<file path="src/i2c_pkg.sv">
//####################################################################
// I2C master shared definitions
// Register map, control and status bits, FSM states, byte commands
//####################################################################
`default_nettype none

package i2c_pkg;

    // SCL period is 4 * prescaler clk cycles
    localparam int prescaler   = 4;
    localparam int presc_width = (prescaler > 1) ? $clog2(prescaler) : 1;

    // Register addresses on the 16-bit bus
    typedef enum logic [2:0] {
        REG_CONTROL = 3'd0,
        REG_STATUS  = 3'd1,
        REG_INTFLAG = 3'd2,
        REG_DADDR   = 3'd3,
        REG_IADDR   = 3'd4,
        REG_TXDATA  = 3'd5,
        REG_RXDATA  = 3'd6
    } reg_addr_e;

    // CONTROL fields
    localparam int ctl_start_bit  = 1;
    localparam int ctl_dir_bit    = 2;   // 0 write, 1 read
    localparam int ctl_iaddr_bit  = 6;   // One byte internal address
    localparam int ctl_length_bit = 8;   // Byte count minus one

    // STATUS fields
    localparam int stat_busy_bit = 0;
    localparam int stat_ack_bit  = 1;

    typedef enum logic [3:0] {
        S_IDLE,
        S_START,
        S_DEVADDR,
        S_INTADDR,
        S_WRITE,
        S_RESTART,
        S_RD_DEVADDR,
        S_READ,
        S_STOP
    } seq_state_e;

    typedef enum logic [1:0] {
        CMD_BYTE,
        CMD_START,
        CMD_RESTART,
        CMD_STOP
    } byte_cmd_e;

endpackage

`default_nettype wire

</file>
<file path="src/i2c_regs.sv">
//####################################################################
// I2C master register file
// Bus decode, transfer configuration, RXDATA and the COMPLETE flag
//####################################################################
`default_nettype none

module i2c_regs import i2c_pkg::*; (
    input  wire         clk,
    input  wire         reset,
    input  wire  [2:0]  bus_address,
    input  wire         bus_read,
    input  wire         bus_write,
    input  wire  [15:0] bus_writedata,
    output logic [15:0] bus_readdata,
    output logic        irq,
    output logic        go,
    output logic        dir,
    output logic        iaddr_en,
    output logic        length,
    output logic [6:0]  dev_addr,
    output logic [7:0]  int_addr,
    output logic [7:0]  tx_byte0,
    output logic [7:0]  tx_byte1,
    input  wire         busy,
    input  wire         ack,
    input  wire         complete,
    input  wire         rx_strobe,
    input  wire         rx_index,
    input  wire  [7:0]  rx_byte
);

    logic [7:0]  rx0;
    logic [7:0]  rx1;
    logic        complete_flag;
    logic [15:0] status_word;

    always_comb begin
        status_word = '0;
        status_word[stat_busy_bit] = busy;
        status_word[stat_ack_bit]  = ack;
    end

    assign irq = complete_flag;

    always_ff @(posedge clk or posedge reset) begin
        if (reset) begin
            bus_readdata  <= '0;
            go            <= 1'b0;
            dir           <= 1'b0;
            iaddr_en      <= 1'b0;
            length        <= 1'b0;
            dev_addr      <= '0;
            int_addr      <= '0;
            tx_byte0      <= '0;
            tx_byte1      <= '0;
            rx0           <= '0;
            rx1           <= '0;
            complete_flag <= 1'b0;
        end else begin
            go <= 1'b0;
            complete_flag <= complete_flag | complete;

            if (rx_strobe) begin
                if (rx_index) rx1 <= rx_byte;
                else          rx0 <= rx_byte;
            end

            if (bus_read) begin
                case (bus_address)
                    REG_STATUS:  bus_readdata <= status_word;
                    REG_INTFLAG: bus_readdata <= {15'd0, complete_flag};
                    REG_RXDATA:  bus_readdata <= {rx1, rx0};
                    default:     bus_readdata <= 16'h0000;  // Write-only registers
                endcase
            end

            if (bus_write) begin
                case (bus_address)
                    REG_CONTROL: begin
                        // Ignored while a transfer runs
                        if (!busy) begin
                            go       <= bus_writedata[ctl_start_bit];
                            dir      <= bus_writedata[ctl_dir_bit];
                            iaddr_en <= bus_writedata[ctl_iaddr_bit];
                            length   <= bus_writedata[ctl_length_bit];
                        end
                    end
                    REG_INTFLAG: complete_flag <= 1'b0;  // Any value clears
                    REG_DADDR:   dev_addr <= bus_writedata[6:0];
                    REG_IADDR:   int_addr <= bus_writedata[7:0];
                    REG_TXDATA: begin
                        tx_byte0 <= bus_writedata[7:0];
                        tx_byte1 <= bus_writedata[15:8];
                    end
                    default: ;
                endcase
            end
        end
    end

endmodule

`default_nettype wire

</file>
<file path="src/i2c_sequencer.sv">
//####################################################################
// I2C transfer sequencer
// Turns a START request into START, address, data and STOP commands
//####################################################################
`default_nettype none

module i2c_sequencer import i2c_pkg::*; (
    input  wire        clk,
    input  wire        reset,
    input  wire        go,
    input  wire        dir,
    input  wire        iaddr_en,
    input  wire        length,
    input  wire  [6:0] dev_addr,
    input  wire  [7:0] int_addr,
    input  wire  [7:0] tx_byte0,
    input  wire  [7:0] tx_byte1,
    output logic       busy,
    output logic       ack,
    output logic       complete,
    output logic       rx_strobe,
    output logic       rx_index,
    output logic [7:0] rx_byte,
    output logic       cmd_valid,
    output byte_cmd_e  cmd,
    output logic [7:0] cmd_data,
    output logic       cmd_ack,
    input  wire        cmd_ready,
    input  wire        done,
    input  wire  [7:0] done_data,
    input  wire        done_ack
);

    seq_state_e state;
    logic       count;    // Data byte index
    logic       issued;   // Command of this state already sent
    logic       more;     // Another data byte follows

    assign more = (count == 1'b0) && length;
    assign busy = (state != S_IDLE);

    // Received bytes go straight to RXDATA
    assign rx_strobe = done && (state == S_READ);
    assign rx_index  = count;
    assign rx_byte   = done_data;

    // Command fields follow the state, the engine latches them on acceptance
    always_comb begin
        cmd      = CMD_BYTE;
        cmd_data = 8'hff;
        cmd_ack  = 1'b0;
        case (state)
            S_START:      cmd = CMD_START;
            S_DEVADDR:    cmd_data = {dev_addr, dir & ~iaddr_en};  // R/W bit only without iaddr
            S_INTADDR:    cmd_data = int_addr;
            S_WRITE:      cmd_data = count ? tx_byte1 : tx_byte0;
            S_RESTART:    cmd = CMD_RESTART;
            S_RD_DEVADDR: cmd_data = {dev_addr, 1'b1};
            S_READ:       cmd_ack = more;  // NACK on the last byte
            S_STOP:       cmd = CMD_STOP;
            default:      cmd = CMD_BYTE;
        endcase
    end

    always_ff @(posedge clk or posedge reset) begin
        if (reset) begin
            state     <= S_IDLE;
            count     <= 1'b0;
            issued    <= 1'b0;
            ack       <= 1'b0;
            complete  <= 1'b0;
            cmd_valid <= 1'b0;
        end else begin
            cmd_valid <= 1'b0;
            complete  <= 1'b0;

            if (state == S_IDLE) begin
                issued <= 1'b0;
                count  <= 1'b0;
                if (go) begin
                    state <= S_START;
                end
            end else if (done) begin
                issued <= 1'b0;
                case (state)
                    S_START: state <= S_DEVADDR;
                    S_DEVADDR: begin
                        ack <= done_ack;
                        if (!done_ack)     state <= S_STOP;
                        else if (iaddr_en) state <= S_INTADDR;
                        else if (dir)      state <= S_READ;
                        else               state <= S_WRITE;
                    end
                    S_INTADDR: begin
                        ack <= done_ack;
                        if (!done_ack) state <= S_STOP;
                        else if (dir)  state <= S_RESTART;
                        else           state <= S_WRITE;
                    end
                    S_WRITE: begin
                        ack <= done_ack;
                        if (done_ack && more) begin
                            count <= 1'b1;
                        end else begin
                            state <= S_STOP;
                        end
                    end
                    S_RESTART: state <= S_RD_DEVADDR;
                    S_RD_DEVADDR: begin
                        ack   <= done_ack;
                        state <= done_ack ? S_READ : S_STOP;
                    end
                    S_READ: begin
                        if (more) count <= 1'b1;
                        else      state <= S_STOP;
                    end
                    S_STOP: begin
                        state    <= S_IDLE;
                        complete <= 1'b1;  // Same edge as busy falling
                    end
                    default: state <= S_IDLE;
                endcase
            end else if (!issued && cmd_ready) begin
                cmd_valid <= 1'b1;  // One command per state
                issued    <= 1'b1;
            end
        end
    end

endmodule

`default_nettype wire

</file>
<file path="src/i2c_byte_engine.sv">
//####################################################################
// I2C byte engine
// Shifts one byte plus acknowledge, or one START, RESTART or STOP
//####################################################################
`default_nettype none

module i2c_byte_engine import i2c_pkg::*; (
    input  wire            clk,
    input  wire            reset,
    input  wire            cmd_valid,
    input  wire byte_cmd_e cmd,
    input  wire      [7:0] cmd_data,
    input  wire            cmd_ack,
    output logic           cmd_ready,
    output logic           done,
    output logic     [7:0] done_data,
    output logic           done_ack,
    output logic           active,
    output logic           scl_first,
    output logic           scl_last,
    output logic           sda_first,
    output logic           sda_last,
    input  wire            bit_end,
    input  wire            sda_sample
);

    logic [8:0] shreg;    // Bits still to send, then the sampled bits
    logic [3:0] slots;    // Bit slots left
    logic       accept;

    assign accept    = cmd_valid && cmd_ready;
    assign cmd_ready = ~active;
    assign done_data = shreg[8:1];
    assign done_ack  = ~shreg[0];  // Low SDA in slot nine is ACK

    // Bit 7 goes out at once, the rest and the ACK bit wait here
    always_ff @(posedge clk) begin
        if (accept) begin
            shreg <= {cmd_data[6:0], ~cmd_ack, 1'b1};
        end else if (active && bit_end) begin
            shreg <= {shreg[7:0], sda_sample};
        end
    end

    always_ff @(posedge clk or posedge reset) begin
        if (reset) begin
            active    <= 1'b0;
            done      <= 1'b0;
            slots     <= '0;
            scl_first <= 1'b1;
            scl_last  <= 1'b1;
            sda_first <= 1'b1;
            sda_last  <= 1'b1;
        end else begin
            done <= 1'b0;
            if (accept) begin
                active <= 1'b1;
                case (cmd)
                    CMD_START: begin
                        // SDA falls with SCL high, then SCL low
                        slots     <= 4'd1;
                        scl_first <= 1'b1;
                        scl_last  <= 1'b0;
                        sda_first <= 1'b1;
                        sda_last  <= 1'b0;
                    end
                    CMD_RESTART: begin
                        slots     <= 4'd1;
                        scl_first <= 1'b0;   // SCL still low from the ACK slot
                        scl_last  <= 1'b0;
                        sda_first <= 1'b1;
                        sda_last  <= 1'b0;
                    end
                    CMD_STOP: begin
                        // SDA rises with SCL high, bus left idle
                        slots     <= 4'd1;
                        scl_first <= 1'b0;
                        scl_last  <= 1'b1;
                        sda_first <= 1'b0;
                        sda_last  <= 1'b1;
                    end
                    default: begin
                        slots     <= 4'd9;
                        scl_first <= 1'b0;
                        scl_last  <= 1'b0;
                        sda_first <= cmd_data[7];
                        sda_last  <= cmd_data[7];
                    end
                endcase
            end else if (active && bit_end) begin
                slots <= slots - 4'd1;
                if (slots == 4'd1) begin
                    active <= 1'b0;
                    done   <= 1'b1;
                end else begin
                    sda_first <= shreg[8];
                    sda_last  <= shreg[8];
                end
            end
        end
    end

endmodule

`default_nettype wire

</file>
<file path="src/i2c_bit_timer.sv">
//####################################################################
// I2C bit timer
// Quarter-bit phases, open-drain pin drive and SDA sampling
//####################################################################
`default_nettype none

module i2c_bit_timer import i2c_pkg::*; (
    input  wire  clk,
    input  wire  reset,
    input  wire  active,
    input  wire  scl_first,
    input  wire  scl_last,
    input  wire  sda_first,
    input  wire  sda_last,
    output logic bit_end,
    output logic sda_sample,
    input  wire  sda_in,
    output logic scl_oe,
    output logic sda_oe
);

    logic [presc_width-1:0] presc;
    logic [1:0]             phase;
    logic                   tick;   // Last clk of a quarter

    assign tick    = active && (presc == presc_width'(prescaler - 1));
    assign bit_end = tick && (phase == 2'd3);

    always_ff @(posedge clk or posedge reset) begin
        if (reset) begin
            presc <= '0;
            phase <= '0;
        end else if (!active) begin
            presc <= '0;
            phase <= '0;
        end else if (tick) begin
            presc <= '0;
            phase <= phase + 2'd1;  // Wraps into the next slot
        end else begin
            presc <= presc + 1'b1;
        end
    end

    // Lines hold their last level between commands
    always_ff @(posedge clk or posedge reset) begin
        if (reset) begin
            scl_oe     <= 1'b0;
            sda_oe     <= 1'b0;
            sda_sample <= 1'b1;
        end else begin
            if (active) begin
                case (phase)
                    2'd0:    scl_oe <= ~scl_first;
                    2'd3:    scl_oe <= ~scl_last;
                    default: scl_oe <= 1'b0;  // SCL released in the middle
                endcase
                sda_oe <= phase[1] ? ~sda_last : ~sda_first;
            end
            if (tick && (phase == 2'd2)) begin
                sda_sample <= sda_in;
            end
        end
    end

endmodule

`default_nettype wire

</file>
<file path="src/i2c_master.sv">
//####################################################################
// I2C master top
// Register file, sequencer, byte engine and bit timer
//####################################################################
`default_nettype none

module i2c_master import i2c_pkg::*; (
    input  wire         clk,
    input  wire         reset,
    input  wire  [2:0]  bus_address,
    input  wire         bus_read,
    output logic [15:0] bus_readdata,
    input  wire         bus_write,
    input  wire  [15:0] bus_writedata,
    output logic        irq,
    input  wire         sda_in,
    output logic        scl_oe,
    output logic        sda_oe
);

    // Register file to sequencer
    logic       go;
    logic       dir;
    logic       iaddr_en;
    logic       length;
    logic [6:0] dev_addr;
    logic [7:0] int_addr;
    logic [7:0] tx_byte0;
    logic [7:0] tx_byte1;
    logic       busy;
    logic       ack;
    logic       complete;
    logic       rx_strobe;
    logic       rx_index;
    logic [7:0] rx_byte;

    // Sequencer to byte engine
    logic       cmd_valid;
    byte_cmd_e  cmd;
    logic [7:0] cmd_data;
    logic       cmd_ack;
    logic       cmd_ready;
    logic       done;
    logic [7:0] done_data;
    logic       done_ack;

    // Byte engine to bit timer
    logic active;
    logic scl_first;
    logic scl_last;
    logic sda_first;
    logic sda_last;
    logic bit_end;
    logic sda_sample;

    i2c_regs u_regs (
        .clk, .reset, .bus_address, .bus_read, .bus_write, .bus_writedata,
        .bus_readdata, .irq, .go, .dir, .iaddr_en, .length, .dev_addr,
        .int_addr, .tx_byte0, .tx_byte1, .busy, .ack, .complete,
        .rx_strobe, .rx_index, .rx_byte
    );

    i2c_sequencer u_sequencer (
        .clk, .reset, .go, .dir, .iaddr_en, .length, .dev_addr, .int_addr,
        .tx_byte0, .tx_byte1, .busy, .ack, .complete, .rx_strobe, .rx_index,
        .rx_byte, .cmd_valid, .cmd, .cmd_data, .cmd_ack, .cmd_ready, .done,
        .done_data, .done_ack
    );

    i2c_byte_engine u_byte_engine (
        .clk, .reset, .cmd_valid, .cmd, .cmd_data, .cmd_ack, .cmd_ready,
        .done, .done_data, .done_ack, .active, .scl_first, .scl_last,
        .sda_first, .sda_last, .bit_end, .sda_sample
    );

    i2c_bit_timer u_bit_timer (
        .clk, .reset, .active, .scl_first, .scl_last, .sda_first, .sda_last,
        .bit_end, .sda_sample, .sda_in, .scl_oe, .sda_oe
    );

endmodule

`default_nettype wire

</file>
<file path="config.mk">
export PLATFORM = sky130hd
export DESIGN_NAME = i2c_master
export DESIGN_NICKNAME = d
export VERILOG_FILES = /design/src/i2c_pkg.sv /design/src/i2c_regs.sv /design/src/i2c_sequencer.sv /design/src/i2c_byte_engine.sv /design/src/i2c_bit_timer.sv /design/src/i2c_master.sv
export SDC_FILE = /design/constraint.sdc
export NUM_CORES = 1
export LEC_CHECK = 0
export CAP_MARGIN = 40
export CORE_ASPECT_RATIO = 1.75
export CORE_MARGIN = 3
export CORE_UTILIZATION = 60
export CTS_CLUSTER_DIAMETER = 30
export CTS_CLUSTER_SIZE = 24
export DETAILED_ROUTE_END_ITERATION = 10
export DONT_BUFFER_PORTS = 1
export PLACE_DENSITY = 0.76
export SETUP_SLACK_MARGIN = 0.1
export SLEW_MARGIN = 20
export SYNTH_ARGS = -nofsm -noshare
export SYNTH_HDL_FRONTEND = slang
export SYNTH_SLANG_ARGS = --single-unit
</file>
<file path="constraint.sdc">
create_clock -name clk -period 5.4 [get_ports clk]
set_input_delay 1.08 -clock clk [delete_from_list [all_inputs] [get_ports clk]]
set_output_delay 1.08 -clock clk [all_outputs]
set_load 0.02 [all_outputs]
</file>
======== Word-level counts from Yosys, hierarchy flattened ========
Cells that the tools add are included.
word-level totals
  bits in registers ....................... 103
  latch bits .............................. 0
  memory bits (writable) .................. 0
  ROM bits ................................ 0
  input port bits ......................... 24
  logic and storage cells ................. 170
  memories ................................ 0
operators by class
  add/subtract/negate cells ............... 3
  multipliers ............................. 0
  div/mod/pow operators ................... 0
  order comparisons ....................... 0
  equal/unequal tests ..................... 28
  shifts and indexed selects .............. 0
  mux-type cells .......................... 61
  bitwise operators ....................... 13
  reductions and logical operators ........ 33
operators with widths
  operator                                        number
  2-to-1 mux 4 bit                                12
  case mux 16 bit (3 select lines)                1
  2-to-1 mux 1 bit                                33
  case mux 8 bit (4 select lines)                 1
  case mux 4 bit (7 select lines)                 1
  2-to-1 mux 9 bit                                2
  == test 4 x 3 -> 1 bit (second input constant)  4
  AND reduction 2 bit                             7
  NOT 1 bit                                       11
  == test 2 bit (second input constant)           5
  2-to-1 mux 2 bit                                5
  == test 3 bit (second input constant)           3
  logical AND 1 bit                               9
  == test 4 x 1 -> 1 bit (second input constant)  2
  == test 4 x 2 -> 1 bit (second input constant)  2
  2-to-1 mux 8 bit                                1
  case mux 1 bit (2 select lines)                 4
  AND reduction 4 bit                             2
  == test 3 x 2 -> 1 bit (second input constant)  2
  != test 3 x 2 -> 1 bit (second input constant)  2
  case mux 2 bit (3 select lines)                 1
  AND reduction 3 bit                             2
  nonzero test 2 bit                              3
  nonzero test 3 bit                              2
  other kinds (19)                                21

======== Logic depth before layout (Yosys ltp) ========
  depth in word-level cells ............... 7
  gate-level depth with buffers ........... 8

======== Hierarchy ========
A second synthesis with hierarchy kept.
second synthesis, totals
  cells, all modules ...................... 422
  area total of the unflattened synthesis .. 4,924.7 um2
modules (own cells, without submodules)
  module           times used  cells each  area each (um2)  seq. area each (um2)
  i2c_regs         1           190         2,635.0          1,701.6
  i2c_sequencer    1           117         964.7            225.2
  i2c_byte_engine  1           86          959.7            515.5
  i2c_bit_timer    1           29          365.4            176.4

======== Worst setup path after synthesis ========
No wires, ideal clock.
  path kind ............................... input-to-reg
  start ................................... in bus_address[0]
  end ..................................... reg u_regs.tx_byte0[0]
  arrival ................................. 2.135 ns
  required time ........................... 5.275 ns
  path slack .............................. 3.141 ns
  stages on the path ...................... 4
  buffers on the path ..................... 2
  path through ............................ clkbuf_1 -> nand4b_1 -> buf_2 -> mux2_2
on the way
  cells in the longest elaborated chain, start to end .. 2
RTL lines
  what                           RTL line          text
  start, declared                i2c_master.sv:10  input wire [2:0] bus_address,
  == test 3 bit                  i2c_regs.sv:78    case (bus_address)
  AND reduction 2 bit (no line)  n/a
  end signal, assigned           i2c_regs.sv:92    tx_byte0 <= bus_writedata[7:0];
  end, declared                  i2c_regs.sv:22    output logic [7:0] tx_byte0,
No other way between the ends.
A chain may end at the register's enable or synchronous reset.

======== Final worst setup path ========
  start ................................... reg u_sequencer.state[0]
  end ..................................... reg u_byte_engine.sda_last
on the way
  cells in the longest elaborated chain, start to end .. 6
  elaborated cells between the ends (all ways) .. 15
  those cells by class .................... 10 x eq/ne; 4 x mux; 1 x reduce/logical
RTL lines
  what                                                            RTL line               text
  start, declared                                                 i2c_sequencer.sv:34    seq_state_e state;
  start signal, assigned                                          i2c_sequencer.sv:111   state <= done_ack ? S_READ : S_STOP;
  == test 4 bit, or another cell as far along                     i2c_sequencer.sv:52    case (state)
  case mux 2 bit (3 select lines)                                 i2c_sequencer.sv:52
  == test 2 x 1 -> 1 bit / == test 2 bit (equally long branches)  i2c_byte_engine.sv:58  case (cmd)
  OR reduction 2 bit (no line)                                    n/a
  case mux 1 bit (2 select lines) *                               i2c_byte_engine.sv:58
  2-to-1 mux 1 bit *                                              i2c_byte_engine.sv:56  if (accept) begin
  end signal, assigned                                            i2c_byte_engine.sv:87  sda_last <= cmd_data[7];
  end signal, assigned                                            i2c_byte_engine.sv:97  sda_last <= shreg[8];
  end, declared                                                   i2c_byte_engine.sv:22  output logic sda_last,
Every way passes the cells marked *; elsewhere a longest branch is shown, timed or not.

==> results.md <==
* Worst Setup Start Kind: flip-flop
* PwrDens at about 420 nW/um2
* Drt first pass iters at 5
* YS warnings at 0
* Clock transition at path regs at about 0.06 ns
* Sequential area share after synthesis at 0.548
* Dpl cells at around 480
* FF+latch count, synth at approximately 100
* Post-synthesis mux area share at 0.158
* Clk_skew at between 0.006 and 0.007 ns
* Post-synth ARST share at 0.913
* CTS resizes at 0
* Die W at around 73 um
* Crit. End Element: flip-flop
* Synth Area in Simple Gates at 0.121
* Post-synthesis xor/xnor area fraction at 0.00550
* Post-route DRC at 0
* DP Wirelength at 6740 um
* CTS sink cnt at roughly 100
* Sequential group share of total power at 0.502
* R2R depth at 6
* Worst IR drop on VDD at around 0.31 mV
* Fin crit share at 0.456
* Fin. max-slew vios at 0
* WP data arrival at between 2 and 3 ns
* Post-layout nets at ~430
* Post-layout min period at 2.46 ns
* Worst Hold Depth at 1
* Clock group share of total power at 0.302
* Initial antenna violation count at 0
* Worst-margin pin slew at about 0.7 ns
* Initial DRC Count at around 220
* Post-Route Utilization at 0.667
* Leak Pwr at 2.21 nW
* Worst hold path type: reg2reg
* Top area cells in the synthesized netlist: dfrtp_1, mux2_2, edfxtp_1, nand2_1, mux2i_1
* F_max at just over 400 MHz
* Area of the core at 7670 um2
* GRT overflow at 0
* First-pass GRT wire length at roughly 15,000 um
* NetSw at about 0.65 mW
* Setup TNS at 0 ns
* H-tree levels at 3
* Post-CTS Setup Inserts at 0
* Adder-cell share of the synthesized area at 0.0262
* Wirelength, routed at approximately 9000 um
* Worst Path Max Fanout at 21
* Total CTS buffers at 9
* Die H at 124 um
* Final Cell Area at approximately 5100 um2
* Main combinational cell family by area after synthesis: multiplexers
* Int Power at approximately 1.5 mW
* WS Path Type: reg2reg
* Vias in the first global route at approximately 3,200
* Max cap viols at 0
* Final ANT Viol Nets at 0
* Bufs on Longest Clock Path at 2
* Worst Setup Slack, final at between 2 and 3 ns
* Row Count at 42
* Initial Util at 0.623
* Clk root buf: clkbuf_16
* Final setup fails at 0
* Routed via count at approximately 3,000
* Combinational power share at 0.196
* Gr usage total at 0.219
* Synth cell count leaders: dfrtp_1, mux2_2, nand2_1
* Final Hold Viols at 0
* Placed inst area at roughly 4800 um2
* Routed vias/inst at between 6 and 7
* Post-Layout Cell Count at ~490
* PortBufs at 0
* IO Count at 43
* Post-CTS Hold Buffers at 0
* Net Sw Frac at 0.302
* Top cell type's share of synthesized area at 0.466
* TritonCTS clock tree: done
* Total Power at around 2.1 mW
* Worst skew pair latency at 0.34 ns
* Largest net degree at the start of global routing at 56
* EDFF count, synth at 8
* Synthesized area per cell at 11.8 um2
* RSZ-0062 raised after global routing: false
* Synth Flop Type: dfrtp_1
* Mapped cell area at 4780 um2
* Pre-CTS setup slack at between 2 and 3 ns
* Die ar. at between 9000 and 10,000 um2
* Top cell type by total area after synthesis: dfrtp_1
* DR WL/cell at between 15 and 20 um
* Synth Instances at 406
* Post-synthesis compound-gate area fraction at 0.101
* Max_slew headroom at 0.533
* Area Growth Syn to Fin at 7.07%
* Share of cells above drive strength 1 at 0.208
* Syn Nets at 440
* Synth unique cells at 54
* Placer's final routability congestion estimate at ~0.83
* Count leader, synth: dfrtp_1
* # diodes at 0
* Required time of the critical path at 5.65 ns
* WHS at 0.436 ns
* Status: finished, final reports clean
-- registers in the layout (all words and copies together), names as in the netlist, 2 cells and up --
register and cells:
u_bit_timer.phase 2, u_bit_timer.presc 2, u_byte_engine.shreg 9, u_byte_engine.slots 4, u_regs.bus_readdata 16, u_regs.dev_addr 7
u_regs.int_addr 8, u_regs.rx0 8, u_regs.rx1 8, u_regs.tx_byte0 8, u_regs.tx_byte1 8, u_sequencer.state 4
-- metal layers --
metal | GRT usage | up-vias | part of all wire
met4 | 0.108 | 0 | 0.032
met2 | 0.374 | 57 | 0.54
met3 | 0.0582 | 22 | 0.033
met5 | 0 | - | 0
met1 | 0.248 | 1494 | 0.40
li1 | - | 1422 | -
-- final cells by class --
class | instances | area, um2
tap | 88 | 110
timing repair buffer | 3 | 26.3
multi-input combinational | 256 | 1970
fill | 554 | 2560
sequential | 103 | 2620
clock buffer | 10 | 229
inverter | 25 | 95.1
clock inverter | 6 | 67.6
-- cell usage in the layout (no fill, tap or decap), types with 3 or more instances in the layout --
| cell type | count |
|---|---|
| mux2i_1 | 15 |
| nor2_1 | 14 |
| nand3_1 | 5 |
| mux2_2 | 49 |
| o21ai_0 | 24 |
| edfxtp_1 | 8 |
| nor3_1 | 5 |
| a21o_1 | 4 |
| clkbuf_16 | 9 |
| ha_1 | 10 |
| and3_1 | 3 |
| a22oi_1 | 6 |
| nand2b_1 | 5 |
| a21oi_1 | 11 |
| nand2_1 | 41 |
| or3b_2 | 3 |
| dfrtp_1 | 89 |
| nor2b_1 | 8 |
| o221ai_1 | 7 |
| xor2_1 | 3 |
| dfstp_2 | 5 |
| inv_1 | 23 |
| a22o_1 | 6 |
-- cell families after synthesis --
logic type	after synthesis
multiplexers	68
adder cells (fa/ha/maj)	10
flip-flops	103
AND/OR/NAND/NOR	105
AO/OA/AOI/OAI	70
XOR/XNOR	3
buffers and inverters	47
-- final timing paths --
path	startpoint	to	slack [ns]
setup / recovery	u_sequencer.state[0]	u_byte_engine.sda_last	2.94
hold / removal	u_sequencer.issued	u_sequencer.cmd_valid	0.44
setup reg to reg	u_sequencer.state[0]	u_byte_engine.sda_last	2.94
hold reg to reg	u_sequencer.issued	u_sequencer.cmd_valid	0.44
max in group asynchronous	reset	u_sequencer.state[0]	3.59
min in group asynchronous	reset	u_regs.tx_byte1[4]	0.69
-- critical path, cell delays in order, from the launching register on --
cell and delay, ns:
dfrtp_1 0.79, clkinv_1 0.47, nand3_1 0.22, a21o_1 0.18
ha_1 0.18, nor4b_1 0.36, o22ai_1 0.16
-- power groups by stage --
stage | clock network (mW) | logic (mW) | registers, mW
floorplan | 0 | 0.388 | 1.01
global placement | 0 | 0.397 | 1.08
detailed placement | 0 | 0.416 | 1.09
CTS | 0.659 | 0.423 | 1.07
global route | 0.691 | 0.475 | 1.10
finish | 0.647 | 0.419 | 1.07
Note: power is estimated with default switching activity, not from simulation.
